==> src/design/tcu_cfg_pkg.sv <==
package tcu_cfg_pkg;

    // Request shape
    localparam int NUM_WORDS      = 2;
    localparam int ELEMS_PER_WORD = 4;
    localparam int NUM_ELEMS      = NUM_WORDS * ELEMS_PER_WORD;
    localparam int NUM_LANES      = NUM_ELEMS / 2;

    // Lane magnitude and exponent, sign travels separately
    localparam int LANE_SIG_W   = 24;
    localparam int LANE_EXP_W   = 10;
    // Lane exponent offset keeps every exponent sum positive
    localparam int LANE_EXP_OFF = 128;
    // Binary point of a lane: 6 from the product, 15 of padding
    localparam int LANE_FRAC    = 21;

    localparam int RED_W      = 28;
    localparam int F32_BIAS   = 127;
    localparam int TAG_W      = 32;
    localparam int PIPE_DEPTH = 3;

endpackage

==> src/design/tcu_fmt_pkg.sv <==
package tcu_fmt_pkg;

    // Format codes, every other code is illegal
    localparam logic [2:0] fmt_fp8_id = 3'd0;
    localparam logic [2:0] fmt_bf8_id = 3'd1;

    // Canonical fp32 quiet NaN
    localparam logic [31:0] f32_qnan = 32'h7FC0_0000;

    // Per-element decode
    typedef struct packed {
        logic sign;
        logic is_zero;
        logic is_sub;
        logic is_inf;
        logic is_nan;
    } elem_class_t;

    // Exception state carried beside a partial sum
    typedef struct packed {
        logic is_nan;
        logic is_inf;
        logic sign;
    } dot_excep_t;

    function automatic logic fmt_is_bfloat(input logic [2:0] fmt);
        return fmt == fmt_bf8_id;
    endfunction

    // E4M3 for fp8, E5M2 for bf8
    function automatic int unsigned exp_bits(input logic [2:0] fmt);
        return fmt_is_bfloat(fmt) ? 5 : 4;
    endfunction

    function automatic int unsigned man_bits(input logic [2:0] fmt);
        return fmt_is_bfloat(fmt) ? 2 : 3;
    endfunction

    function automatic int unsigned fmt_bias(input logic [2:0] fmt);
        return fmt_is_bfloat(fmt) ? 15 : 7;
    endfunction

endpackage

==> src/design/dot_control.sv <==
`timescale 1ns/1ps

module dot_control (
    input  logic                                   clk,
    input  logic                                   rst,
    input  logic                                   valid_in,
    input  logic [tcu_cfg_pkg::TAG_W-1:0]          req_id,
    input  logic [2:0]                             fmt_f,
    output logic [tcu_cfg_pkg::PIPE_DEPTH-1:0]     stage_en,
    output logic                                   fmt_err_s2,
    output logic                                   valid_out,
    output logic [tcu_cfg_pkg::TAG_W-1:0]          req_id_out,
    output logic                                   fmt_err
);
    import tcu_cfg_pkg::*;
    import tcu_fmt_pkg::*;

    logic [PIPE_DEPTH-1:0]            vld_q;
    logic [PIPE_DEPTH-1:0]            err_q;
    logic [PIPE_DEPTH-1:0][TAG_W-1:0] tag_q;

    // Format checked once at entry
    wire fmt_bad = (fmt_f != fmt_fp8_id) && (fmt_f != fmt_bf8_id);

    // Valid and error chains
    always_ff @(posedge clk) begin
        if (rst) begin
            vld_q <= '0;
            err_q <= '0;
        end else begin
            vld_q <= {vld_q[PIPE_DEPTH-2:0], valid_in};
            err_q <= {err_q[PIPE_DEPTH-2:0], valid_in & fmt_bad};
        end
    end

    // Tag rides beside the data
    always_ff @(posedge clk) begin
        tag_q <= {tag_q[PIPE_DEPTH-2:0], req_id};
    end

    // Bit n loads the stage n+1 registers
    assign stage_en   = {vld_q[PIPE_DEPTH-2:0], valid_in};
    assign fmt_err_s2 = err_q[1];
    assign valid_out  = vld_q[PIPE_DEPTH-1];
    assign fmt_err    = err_q[PIPE_DEPTH-1];
    assign req_id_out = tag_q[PIPE_DEPTH-1];

    a_valid_known: assert property (@(posedge clk) disable iff (rst)
        !$isunknown(valid_out))
        else $error("valid_out unknown");

    a_err_with_valid: assert property (@(posedge clk) disable iff (rst)
        fmt_err |-> valid_out)
        else $error("fmt_err without valid_out");

endmodule

==> src/design/f8_classifier.sv <==
`timescale 1ns/1ps

module f8_classifier (
    input  logic [2:0]                                 fmt_f,
    input  logic [tcu_cfg_pkg::NUM_WORDS-1:0][31:0]    elems,
    output tcu_fmt_pkg::elem_class_t [tcu_cfg_pkg::NUM_ELEMS-1:0] cls
);
    import tcu_cfg_pkg::*;
    import tcu_fmt_pkg::*;

    // Field layout of the selected format
    wire       is_bf    = fmt_is_bfloat(fmt_f);
    wire [2:0] man_w    = 3'(man_bits(fmt_f));
    wire [4:0] exp_ones = 5'((1 << exp_bits(fmt_f)) - 1);
    wire [2:0] man_ones = 3'((1 << man_bits(fmt_f)) - 1);

    for (genvar e = 0; e < NUM_ELEMS; e++) begin : g_elem
        wire [7:0] raw   = elems[e / ELEMS_PER_WORD][8 * (e % ELEMS_PER_WORD) +: 8];
        wire [2:0] man_f = raw[2:0] & man_ones;
        wire [4:0] exp_f = 5'(raw[6:0] >> man_w);
        wire       e_max = (exp_f == exp_ones);

        // fp8 has no Inf, only S.1111.111 is NaN
        wire nan = e_max && (is_bf ? (man_f != 3'd0) : (man_f == man_ones));
        // bf8 follows IEEE
        wire inf = e_max && is_bf && (man_f == 3'd0);

        assign cls[e] = '{
            sign:    raw[7],
            is_zero: (exp_f == 5'd0) && (man_f == 3'd0),
            is_sub:  (exp_f == 5'd0) && (man_f != 3'd0),
            is_inf:  inf,
            is_nan:  nan
        };
    end

endmodule

==> src/design/f8_dot_top.sv <==
`timescale 1ns/1ps

module f8_dot_top (
    input  logic                                      clk,
    input  logic                                      rst,
    input  logic                                      valid_in,
    input  logic [tcu_cfg_pkg::TAG_W-1:0]             req_id,
    input  logic [2:0]                                fmt_f,
    input  logic [tcu_cfg_pkg::NUM_ELEMS-1:0]         vld_mask,
    input  logic [tcu_cfg_pkg::NUM_WORDS-1:0][31:0]   a_row,
    input  logic [tcu_cfg_pkg::NUM_WORDS-1:0][31:0]   b_col,
    output logic                                      valid_out,
    output logic [tcu_cfg_pkg::TAG_W-1:0]             req_id_out,
    output logic [31:0]                               result,
    output logic                                      result_nan,
    output logic                                      result_inf,
    output logic                                      fmt_err
);
    import tcu_cfg_pkg::*;
    import tcu_fmt_pkg::*;

    logic [PIPE_DEPTH-1:0] stage_en;
    logic                  fmt_err_s2;

    // Lane buses into stage 1
    logic [NUM_LANES-1:0][LANE_SIG_W-1:0] lane_sig;
    logic [NUM_LANES-1:0]                 lane_sign;
    logic [NUM_LANES-1:0][LANE_EXP_W-1:0] lane_exp;
    dot_excep_t [NUM_LANES-1:0]           lane_excep;

    // Reduced sum into stage 3
    logic [RED_W-1:0]      red_sum;
    logic                  red_sign;
    logic [LANE_EXP_W-1:0] red_exp;
    dot_excep_t            red_excep;

    dot_control u_ctrl (
        .clk(clk), .rst(rst), .valid_in(valid_in), .req_id(req_id), .fmt_f(fmt_f),
        .stage_en(stage_en), .fmt_err_s2(fmt_err_s2), .valid_out(valid_out),
        .req_id_out(req_id_out), .fmt_err(fmt_err)
    );

    f8_pair_mul u_mul (
        .fmt_f(fmt_f), .vld_mask(vld_mask), .a_row(a_row), .b_col(b_col),
        .lane_sig(lane_sig), .lane_sign(lane_sign), .lane_exp(lane_exp),
        .lane_excep(lane_excep)
    );

    lane_reduce u_reduce (
        .clk(clk), .rst(rst), .stage_en(stage_en[1:0]),
        .lane_sig(lane_sig), .lane_sign(lane_sign), .lane_exp(lane_exp),
        .lane_excep(lane_excep), .red_sum(red_sum), .red_sign(red_sign),
        .red_exp(red_exp), .red_excep(red_excep)
    );

    fp32_normalize u_norm (
        .clk(clk), .rst(rst), .stage_en(stage_en[2]),
        .red_sum(red_sum), .red_sign(red_sign), .red_exp(red_exp),
        .red_excep(red_excep), .fmt_err_s2(fmt_err_s2),
        .result(result), .result_nan(result_nan), .result_inf(result_inf)
    );

endmodule

==> src/design/f8_pair_mul.sv <==
`timescale 1ns/1ps

module f8_pair_mul (
    input  logic [2:0]                                              fmt_f,
    input  logic [tcu_cfg_pkg::NUM_ELEMS-1:0]                       vld_mask,
    input  logic [tcu_cfg_pkg::NUM_WORDS-1:0][31:0]                 a_row,
    input  logic [tcu_cfg_pkg::NUM_WORDS-1:0][31:0]                 b_col,
    output logic [tcu_cfg_pkg::NUM_LANES-1:0][tcu_cfg_pkg::LANE_SIG_W-1:0] lane_sig,
    output logic [tcu_cfg_pkg::NUM_LANES-1:0]                       lane_sign,
    output logic [tcu_cfg_pkg::NUM_LANES-1:0][tcu_cfg_pkg::LANE_EXP_W-1:0] lane_exp,
    output tcu_fmt_pkg::dot_excep_t [tcu_cfg_pkg::NUM_LANES-1:0]    lane_excep
);
    import tcu_cfg_pkg::*;
    import tcu_fmt_pkg::*;

    // Hidden bit and mantissa with bf8 padded to the fp8 binary point
    function automatic logic [3:0] mant_of(input logic [7:0] raw, input logic sub,
                                           input logic bf);
        return bf ? {~sub, raw[1:0], 1'b0} : {~sub, raw[2:0]};
    endfunction

    // Subnormals use exponent 1
    function automatic logic [4:0] exp_of(input logic [7:0] raw, input logic sub,
                                          input logic bf);
        if (sub) begin
            return 5'd1;
        end
        return bf ? raw[6:2] : {1'b0, raw[6:3]};
    endfunction

    elem_class_t [NUM_ELEMS-1:0] cls_a;
    elem_class_t [NUM_ELEMS-1:0] cls_b;

    logic [NUM_ELEMS-1:0][7:0]            prod;
    logic [NUM_ELEMS-1:0][LANE_EXP_W-1:0] pexp;
    logic [NUM_ELEMS-1:0]                 live;
    logic [NUM_ELEMS-1:0]                 psign;
    logic [NUM_ELEMS-1:0]                 pnan;
    logic [NUM_ELEMS-1:0]                 pinf;

    wire is_bf = fmt_is_bfloat(fmt_f);
    // Removes both format biases and adds the lane offset
    wire [LANE_EXP_W-1:0] exp_off = LANE_EXP_W'(LANE_EXP_OFF - 2 * fmt_bias(fmt_f));

    f8_classifier u_cls_a (.fmt_f(fmt_f), .elems(a_row), .cls(cls_a));
    f8_classifier u_cls_b (.fmt_f(fmt_f), .elems(b_col), .cls(cls_b));

    // ------------------------------------------------------------
    // Per-pair products
    // ------------------------------------------------------------
    for (genvar e = 0; e < NUM_ELEMS; e++) begin : g_pair
        wire [7:0] ra = a_row[e / ELEMS_PER_WORD][8 * (e % ELEMS_PER_WORD) +: 8];
        wire [7:0] rb = b_col[e / ELEMS_PER_WORD][8 * (e % ELEMS_PER_WORD) +: 8];
        wire inf_zero = (cls_a[e].is_inf & cls_b[e].is_zero) |
                        (cls_a[e].is_zero & cls_b[e].is_inf);

        // Masked or zero pairs add nothing
        assign live[e] = vld_mask[e] & ~cls_a[e].is_zero & ~cls_b[e].is_zero;
        assign prod[e] = live[e] ? mant_of(ra, cls_a[e].is_sub, is_bf) *
                                   mant_of(rb, cls_b[e].is_sub, is_bf) : 8'd0;
        assign pexp[e] = LANE_EXP_W'(exp_of(ra, cls_a[e].is_sub, is_bf)) +
                         LANE_EXP_W'(exp_of(rb, cls_b[e].is_sub, is_bf)) + exp_off;
        assign psign[e] = cls_a[e].sign ^ cls_b[e].sign;
        assign pnan[e]  = vld_mask[e] & (cls_a[e].is_nan | cls_b[e].is_nan | inf_zero);
        assign pinf[e]  = vld_mask[e] & (cls_a[e].is_inf | cls_b[e].is_inf) & ~pnan[e];
    end

    // ------------------------------------------------------------
    // Two products merged per lane
    // ------------------------------------------------------------
    for (genvar i = 0; i < NUM_LANES; i++) begin : g_lane
        wire first_max = live[2*i] & (~live[2*i+1] | (pexp[2*i] >= pexp[2*i+1]));

        wire [LANE_EXP_W-1:0] e_big = first_max ? pexp[2*i] : pexp[2*i+1];
        wire [LANE_EXP_W-1:0] e_sml = first_max ? pexp[2*i+1] : pexp[2*i];
        wire [LANE_EXP_W-1:0] diff  = e_big - e_sml;
        wire [7:0] p_big = first_max ? prod[2*i] : prod[2*i+1];
        wire [7:0] p_sml = first_max ? prod[2*i+1] : prod[2*i];
        wire       s_big = first_max ? psign[2*i] : psign[2*i+1];
        wire       s_sml = first_max ? psign[2*i+1] : psign[2*i];

        // One bit of headroom for the carry of the sum
        wire [LANE_SIG_W-1:0] m_big = {1'b0, p_big, 15'd0};
        wire [LANE_SIG_W-1:0] m_sml = (diff >= LANE_SIG_W) ? '0 : {1'b0, p_sml, 15'd0} >> diff;

        // Signed add where exact cancellation lands on +0
        wire [LANE_SIG_W:0] t_big = s_big ? -{1'b0, m_big} : {1'b0, m_big};
        wire [LANE_SIG_W:0] t_sml = s_sml ? -{1'b0, m_sml} : {1'b0, m_sml};
        wire [LANE_SIG_W:0] acc   = t_big + t_sml;

        // Inf of both signs in one lane is NaN
        wire pos_inf = |(pinf[2*i +: 2] & ~psign[2*i +: 2]);
        wire neg_inf = |(pinf[2*i +: 2] & psign[2*i +: 2]);
        wire nan_l   = |pnan[2*i +: 2] | (pos_inf & neg_inf);
        wire inf_l   = (pos_inf | neg_inf) & ~nan_l;

        assign lane_sign[i]  = acc[LANE_SIG_W];
        assign lane_sig[i]   = acc[LANE_SIG_W] ? LANE_SIG_W'(-acc) : acc[LANE_SIG_W-1:0];
        assign lane_exp[i]   = e_big;
        assign lane_excep[i] = '{is_nan: nan_l, is_inf: inf_l,
                                 sign: inf_l ? neg_inf : acc[LANE_SIG_W]};
    end

    // Elements feeding a lane decode as NaN or as Inf but never as both
    always_comb begin
        for (int i = 0; i < NUM_LANES; i++) begin
            for (int j = 0; j < 2; j++) begin
                assert final (!(cls_a[2*i+j].is_nan && cls_a[2*i+j].is_inf) &&
                              !(cls_b[2*i+j].is_nan && cls_b[2*i+j].is_inf))
                    else $error("lane %0d has an element flagged NaN and Inf together", i);
            end
        end
    end

endmodule

==> src/design/fp32_normalize.sv <==
`timescale 1ns/1ps

module fp32_normalize (
    input  logic                                   clk,
    input  logic                                   rst,
    input  logic                                   stage_en,
    input  logic [tcu_cfg_pkg::RED_W-1:0]          red_sum,
    input  logic                                   red_sign,
    input  logic [tcu_cfg_pkg::LANE_EXP_W-1:0]     red_exp,
    input  tcu_fmt_pkg::dot_excep_t                red_excep,
    input  logic                                   fmt_err_s2,
    output logic [31:0]                            result,
    output logic                                   result_nan,
    output logic                                   result_inf
);
    import tcu_cfg_pkg::*;
    import tcu_fmt_pkg::*;

    logic [4:0]  lz;
    logic [31:0] nxt_result;
    logic        nxt_nan;
    logic        nxt_inf;

    // Leading zero count, highest set bit wins
    always_comb begin
        lz = '0;
        for (int i = 0; i < RED_W; i++) begin
            if (red_sum[i]) begin
                lz = 5'(RED_W - 1 - i);
            end
        end
    end

    // 24-bit significand with guard and sticky
    wire [RED_W-1:0] norm   = red_sum << lz;
    wire [23:0]      sig24  = norm[RED_W-1 -: 24];
    wire             guard  = norm[RED_W-25];
    wire             sticky = |norm[RED_W-26:0];

    // Nearest-even
    wire        rnd_up  = guard & (sticky | sig24[0]);
    wire [24:0] sig_rnd = {1'b0, sig24} + 25'(rnd_up);
    wire        carry   = sig_rnd[24];
    wire [22:0] frac    = carry ? sig_rnd[23:1] : sig_rnd[22:0];

    // Lane exponent back to the fp32 bias
    wire signed [11:0] exp_c = 12'(red_exp) - 12'(lz) + 12'(carry) +
                               12'(RED_W - 1 + F32_BIAS - LANE_EXP_OFF - LANE_FRAC);

    // ------------------------------------------------------------
    // Result packing
    // ------------------------------------------------------------
    always_comb begin
        nxt_nan    = 1'b0;
        nxt_inf    = 1'b0;
        nxt_result = {red_sign, exp_c[7:0], frac};
        if (fmt_err_s2 || red_excep.is_nan) begin
            nxt_nan    = 1'b1;
            nxt_result = f32_qnan;
        end else if (red_excep.is_inf) begin
            nxt_inf    = 1'b1;
            nxt_result = {red_excep.sign, 8'hFF, 23'd0};
        end else if (red_sum == '0) begin
            nxt_result = 32'd0;
        end else if (exp_c >= 12'sd255) begin
            // Overflow saturates to Inf
            nxt_inf    = 1'b1;
            nxt_result = {red_sign, 8'hFF, 23'd0};
        end else if (exp_c <= 12'sd0) begin
            nxt_result = {red_sign, 31'd0};
        end
    end

    // Stage 3 output registers
    always_ff @(posedge clk) begin
        if (stage_en) begin
            result <= nxt_result;
        end
    end

    always_ff @(posedge clk) begin
        if (rst) begin
            result_nan <= 1'b0;
            result_inf <= 1'b0;
        end else if (stage_en) begin
            result_nan <= nxt_nan;
            result_inf <= nxt_inf;
        end
    end

    a_nan_inf_excl: assert property (@(posedge clk) disable iff (rst)
        !(result_nan && result_inf))
        else $error("result flags NaN and Inf together");

endmodule

==> src/design/lane_reduce.sv <==
`timescale 1ns/1ps

module lane_reduce (
    input  logic                                                    clk,
    input  logic                                                    rst,
    input  logic [1:0]                                              stage_en,
    input  logic [tcu_cfg_pkg::NUM_LANES-1:0][tcu_cfg_pkg::LANE_SIG_W-1:0] lane_sig,
    input  logic [tcu_cfg_pkg::NUM_LANES-1:0]                       lane_sign,
    input  logic [tcu_cfg_pkg::NUM_LANES-1:0][tcu_cfg_pkg::LANE_EXP_W-1:0] lane_exp,
    input  tcu_fmt_pkg::dot_excep_t [tcu_cfg_pkg::NUM_LANES-1:0]    lane_excep,
    output logic [tcu_cfg_pkg::RED_W-1:0]                           red_sum,
    output logic                                                    red_sign,
    output logic [tcu_cfg_pkg::LANE_EXP_W-1:0]                      red_exp,
    output tcu_fmt_pkg::dot_excep_t                                 red_excep
);
    import tcu_cfg_pkg::*;
    import tcu_fmt_pkg::*;

    logic [NUM_LANES-1:0][LANE_SIG_W-1:0] s1_sig;
    logic [NUM_LANES-1:0]                 s1_sign;
    logic [NUM_LANES-1:0][LANE_EXP_W-1:0] s1_exp;
    dot_excep_t [NUM_LANES-1:0]           s1_excep;

    logic [LANE_EXP_W-1:0] max_exp;
    logic [RED_W-1:0]      acc;
    dot_excep_t            nxt_excep;

    // ------------------------------------------------------------
    // Stage 1 lane registers
    // ------------------------------------------------------------
    always_ff @(posedge clk) begin
        if (stage_en[0]) begin
            s1_sig  <= lane_sig;
            s1_sign <= lane_sign;
            s1_exp  <= lane_exp;
        end
    end

    always_ff @(posedge clk) begin
        if (rst) begin
            s1_excep <= '0;
        end else if (stage_en[0]) begin
            s1_excep <= lane_excep;
        end
    end

    // Largest exponent, empty lanes ignored
    always_comb begin
        max_exp = '0;
        for (int i = 0; i < NUM_LANES; i++) begin
            if (s1_sig[i] != '0 && s1_exp[i] > max_exp) begin
                max_exp = s1_exp[i];
            end
        end
    end

    // Align to max_exp and sum as two's complement
    always_comb begin
        logic [LANE_EXP_W-1:0] shamt;
        logic [RED_W-1:0]      aligned;
        acc = '0;
        for (int i = 0; i < NUM_LANES; i++) begin
            shamt   = max_exp - s1_exp[i];
            aligned = (shamt >= RED_W) ? '0 : RED_W'(s1_sig[i]) >> shamt;
            acc     = acc + (s1_sign[i] ? -aligned : aligned);
        end
    end

    // Same NaN and Inf rules as within a lane
    always_comb begin
        logic any_nan;
        logic pos_inf;
        logic neg_inf;
        any_nan = 1'b0;
        pos_inf = 1'b0;
        neg_inf = 1'b0;
        for (int i = 0; i < NUM_LANES; i++) begin
            any_nan = any_nan | s1_excep[i].is_nan;
            pos_inf = pos_inf | (s1_excep[i].is_inf & ~s1_excep[i].sign);
            neg_inf = neg_inf | (s1_excep[i].is_inf & s1_excep[i].sign);
        end
        nxt_excep.is_nan = any_nan | (pos_inf & neg_inf);
        nxt_excep.is_inf = (pos_inf | neg_inf) & ~nxt_excep.is_nan;
        nxt_excep.sign   = neg_inf;
    end

    // ------------------------------------------------------------
    // Stage 2 sum registers
    // ------------------------------------------------------------
    always_ff @(posedge clk) begin
        if (stage_en[1]) begin
            red_sum  <= acc[RED_W-1] ? -acc : acc;
            red_sign <= acc[RED_W-1];
            red_exp  <= max_exp;
        end
    end

    always_ff @(posedge clk) begin
        if (rst) begin
            red_excep <= '0;
        end else if (stage_en[1]) begin
            red_excep <= nxt_excep;
        end
    end

endmodule

==> config.mk <==
export PLATFORM = sky130hd
export DESIGN_NAME = f8_dot_top
export DESIGN_NICKNAME = d
export VERILOG_FILES = /design/src/design/tcu_cfg_pkg.sv /design/src/design/tcu_fmt_pkg.sv /design/src/design/dot_control.sv /design/src/design/f8_classifier.sv /design/src/design/f8_dot_top.sv /design/src/design/f8_pair_mul.sv /design/src/design/fp32_normalize.sv /design/src/design/lane_reduce.sv
export SDC_FILE = /design/constraint.sdc
export NUM_CORES = 2
export LEC_CHECK = 0
export ABC_AREA = 1
export ABC_CLOCK_PERIOD_IN_PS = 39900
export BUFFER_PORTS_ARGS = -buffer_cell sky130_fd_sc_hd__buf_2
export CAP_MARGIN = 10
export CORE_MARGIN = 2
export CORE_UTILIZATION = 55
export CTS_BUF_LIST = sky130_fd_sc_hd__clkbuf_8
export DETAILED_ROUTE_END_ITERATION = 8
export PLACE_DENSITY_LB_ADDON = 0.12
export RECOVER_POWER = 50
export SLEW_MARGIN = 20
export SYNTH_ARGS = -nofsm -noshare
export SYNTH_HDL_FRONTEND = slang
export SYNTH_HIERARCHICAL = 1
export SYNTH_SLANG_ARGS = --single-unit
==> constraint.sdc <==
create_clock -name clk -period 39.9 [get_ports clk]
set_clock_uncertainty 0.05 [all_clocks]
set_input_delay 3.99 -clock clk [delete_from_list [all_inputs] [get_ports clk]]
set_output_delay 3.99 -clock clk [all_outputs]
set_load 0.05 [all_outputs]
==> run summary <==
Status = finished, violations left
Failing checks = max-capacitance violations, max-slew violations
Die area = 101,000 sq um
Synth-to-layout area growth = 4.05%
Max incr delay on CP = 0.77 ns
Total number of vias = 57.1k
# Max-Cap Violations = 4
Tightest Pin Transition = 4.43 ns
Element type at the critical path end = flip-flop
Row cnt = 115
Slew Viols, Final = 232
Clock Pin Slew Worst Setup and Hold Paths = 0.07 ns
Grt ovf = 0
RSZ-0062 raised after global routing = false
DRT Wirelength = 166,000 microns
Setup ws final = 23.22 ns
Synth cell types = 85
Critical path data required time = 40.41 ns
Gate Count Post-Synth = 8,876
Critical Path AT = 17.19 ns
I/O pin count = 242
Worst setup startpoint = fmt_f[1]
Syn. warnings = 6
First-pass detailed-route iteration total = 7
Sequential fraction of the synthesis area = 0.161
Dpl ws = 22.80 ns
Async S/R FF share, synth = 0
Die width = 318 microns
Largest net degree at the start of global routing = 93
Total track usage = 0.318
Routability congestion estimate from global placement = 0.984
Largest cells by area after synthesis = nand2_1, edfxtp_1, nand3_1
CP Max Fanout = 73
Setup violations, final = 0
Number of enable flip-flop cells after synthesis = 211
Setup Buffers After CTS = 0
Core area = 97,800 sq um
Minimum clock period = 16.68 ns
Starting Density = 0.553
CP Launch Type = input port
CP max stage cell = nand3_4
First-pass GRT wire length = 267,000 microns
Critical R2R Launch = u_reduce/s1_sig[1]$_DFFE_PP_
CTS sink count = 330
Post-DRT Antenna Nets = 0
Final HPWL DP = 136,000 microns
H-tree depth = 2
Proportion of layout cells with a drive suffix above 1 = 0.0870
IO buf count = 241
Hold crit path type = reg -> reg
Skew-Pair Late Insertion Delay = 0.68 ns
Setup TNS = 0 ns
DRT iter0 DRCs = 5,597
F_max = 0.0600 GHz
Relative slew slack = -1.96
Final hold viol count = 0
Post-synth top flop = edfxtp_1
Wire per inst = 16.4 microns
Final Instance Area = 56,300 sq um
Vias per std cell = 5.61
Dpl cell area = 55,100 sq um
Hold buffers post-CTS = 0
Post-Synthesis Cell Area = 54,100 sq um
Crit Path Class = in -> reg
Nets@finish = 9,460
Final Cycle Share = 0.418
PostCTS Resize Cnt = 0
Initial antenna violation count = 8
Worst-case clock buffer depth = 3
Synth area leader = nand2_1
Die height = 318 microns
Hold Startpoint = u_ctrl/tag_q[56]$_DFF_P_
Vias in the first global route = 51.9k
CTS tree = done
Most used cell, CP = nand2_1
TritonCTS buffer count = 51
# DRC = 0
FF+latch count, synth = 330
Post-Syn Area per Cell = 6.09 sq um
Clock root buffer master = clkbuf_8
Share of the synthesized area in the top cell type = 0.171
-- synthesized netlist by cell type (7+ instances only) --
library cell	instances
a211oi_1	17
a21o_1	12
a21oi_1	312
a21oi_2	9
a22o_1	8
a31oi_1	41
and2_1	18
buf_1	26
buf_2	71
buf_4	115
buf_6	37
clkbuf_1	129
clkinv_1	14
dfxtp_1	119
edfxtp_1	211
fa_1	103
ha_1	338
inv_1	1168
inv_2	55
mux2i_1	12
nand2_1	2457
nand2_2	80
nand2_4	19
nand3_1	1094
nand3_2	82
nand3_4	9
nand3b_1	33
nand4_1	187
nor2_1	863
nor2_2	49
nor2_4	23
nor3_1	98
nor4_1	25
o211a_1	7
o211ai_1	27
o21a_1	8
o21ai_0	360
o21ai_1	58
o21ai_2	19
o21bai_1	24
o22ai_1	19
o31ai_1	26
or2_2	26
xnor2_1	108
xor2_1	283
-- cell usage in the layout (no fill, tap or decap), types with 103 or more instances in the layout --
cell      count
inv_1      1182
buf_2       237
a21oi_1     312
edfxtp_1    211
dfxtp_1     119
fa_1        103
nand2_1    2457
nor2_1      863
nand4_1     187
nand3_1    1094
xnor2_1     105
xor2_1      281
ha_1        338
o21ai_0     359
-- final timing paths --
kind | cells past startpoint | slack [ns] | end
worst max register to register | 98 | 23.49 | u_reduce/red_sum[14]$_DFFE_PP_
worst max-delay path | 63 | 23.22 | u_reduce/s1_excep[9]$_SDFFE_PP0P_
worst min register to register | 0 | 0.27 | u_ctrl/req_id_out[24]$_DFF_P_
worst min-delay path | 0 | 0.27 | u_ctrl/req_id_out[24]$_DFF_P_
-- critical path: cells and delay by family --
family | cells | cell delay (ns)
compound gates | 20 | 3.80
xor+xnor | 3 | 0.52
fa+ha+maj | 5 | 1.65
simple gates | 21 | 4.33
buf+inv | 14 | 2.80
-- cells by family (layout without fill, tap and decap cells) --
kind of cell / count (synthesis) / after routing / synth area share
muxes: 12 / 12 / 0.00222
and+or+nand+nor: 5100 / 5100 / 0.424
DFF: 330 / 330 / 0.161
xor gates and xnor gates: 395 / 395 / 0.0650
adders and majority gates: 441 / 441 / 0.116
AOI/OAI and AO/OA: 977 / 977 / 0.103
other: 1 / 10 / 0.0000694
buffers and inverters: 1620 / 1623 / 0.128
-- metrics by stage --
step                std cells  hold slack [ns]   util
finish                  10200            0.270  0.575
CTS                     10200            0.273  0.575
floorplan                8883            0.260      -
detailed placement      10100            0.262  0.563
global route            10200            0.283  0.575
global placement        10100            0.260  0.563
-- registers in the layout, summed over array words and instances (netlist names) --
signal	flops
u_reduce/s1_sig	96
u_reduce/s1_excep	12
u_norm/result	32
u_reduce/red_sum	28
u_ctrl/vld_q	3
u_reduce/red_sign	1
u_reduce/s1_sign	4
u_ctrl/err_q	3
u_reduce/red_exp	10
u_reduce/red_excep	3
u_ctrl/tag_q	64
u_norm/result_inf	1
u_reduce/s1_exp	40
u_ctrl/req_id_out	32
u_norm/result_nan	1
-- cell type report --
| class | instances | area (sq um) |
|---|---|---|
| antenna | 2 | 5.00 |
| clock buffer | 55 | 757 |
| clock inverter | 39 | 409 |
| fill | 10000 | 41600 |
| inverter | 1240 | 4660 |
| multi-input combinational | 6933 | 38500 |
| sequential | 330 | 8720 |
| tap | 1287 | 1610 |
| timing repair buffer | 289 | 1550 |
-- routing by layer --
layer | vias up | part of all wire | wire length, microns | track usage
li1 | 28700 | - | - | -
met1 | 26000 | 0.45 | 74400 | 0.431
met2 | 2063 | 0.46 | 75800 | 0.529
met3 | 326 | 0.060 | 10000 | 0.0279
met4 | 10 | 0.037 | 6130 | 0.114
met5 | - | 0.00036 | 60 | 0
Power is left out: the tool's default activity adds up to more than one toggle a clock period on the data nets, which glitch-free logic cannot reach.
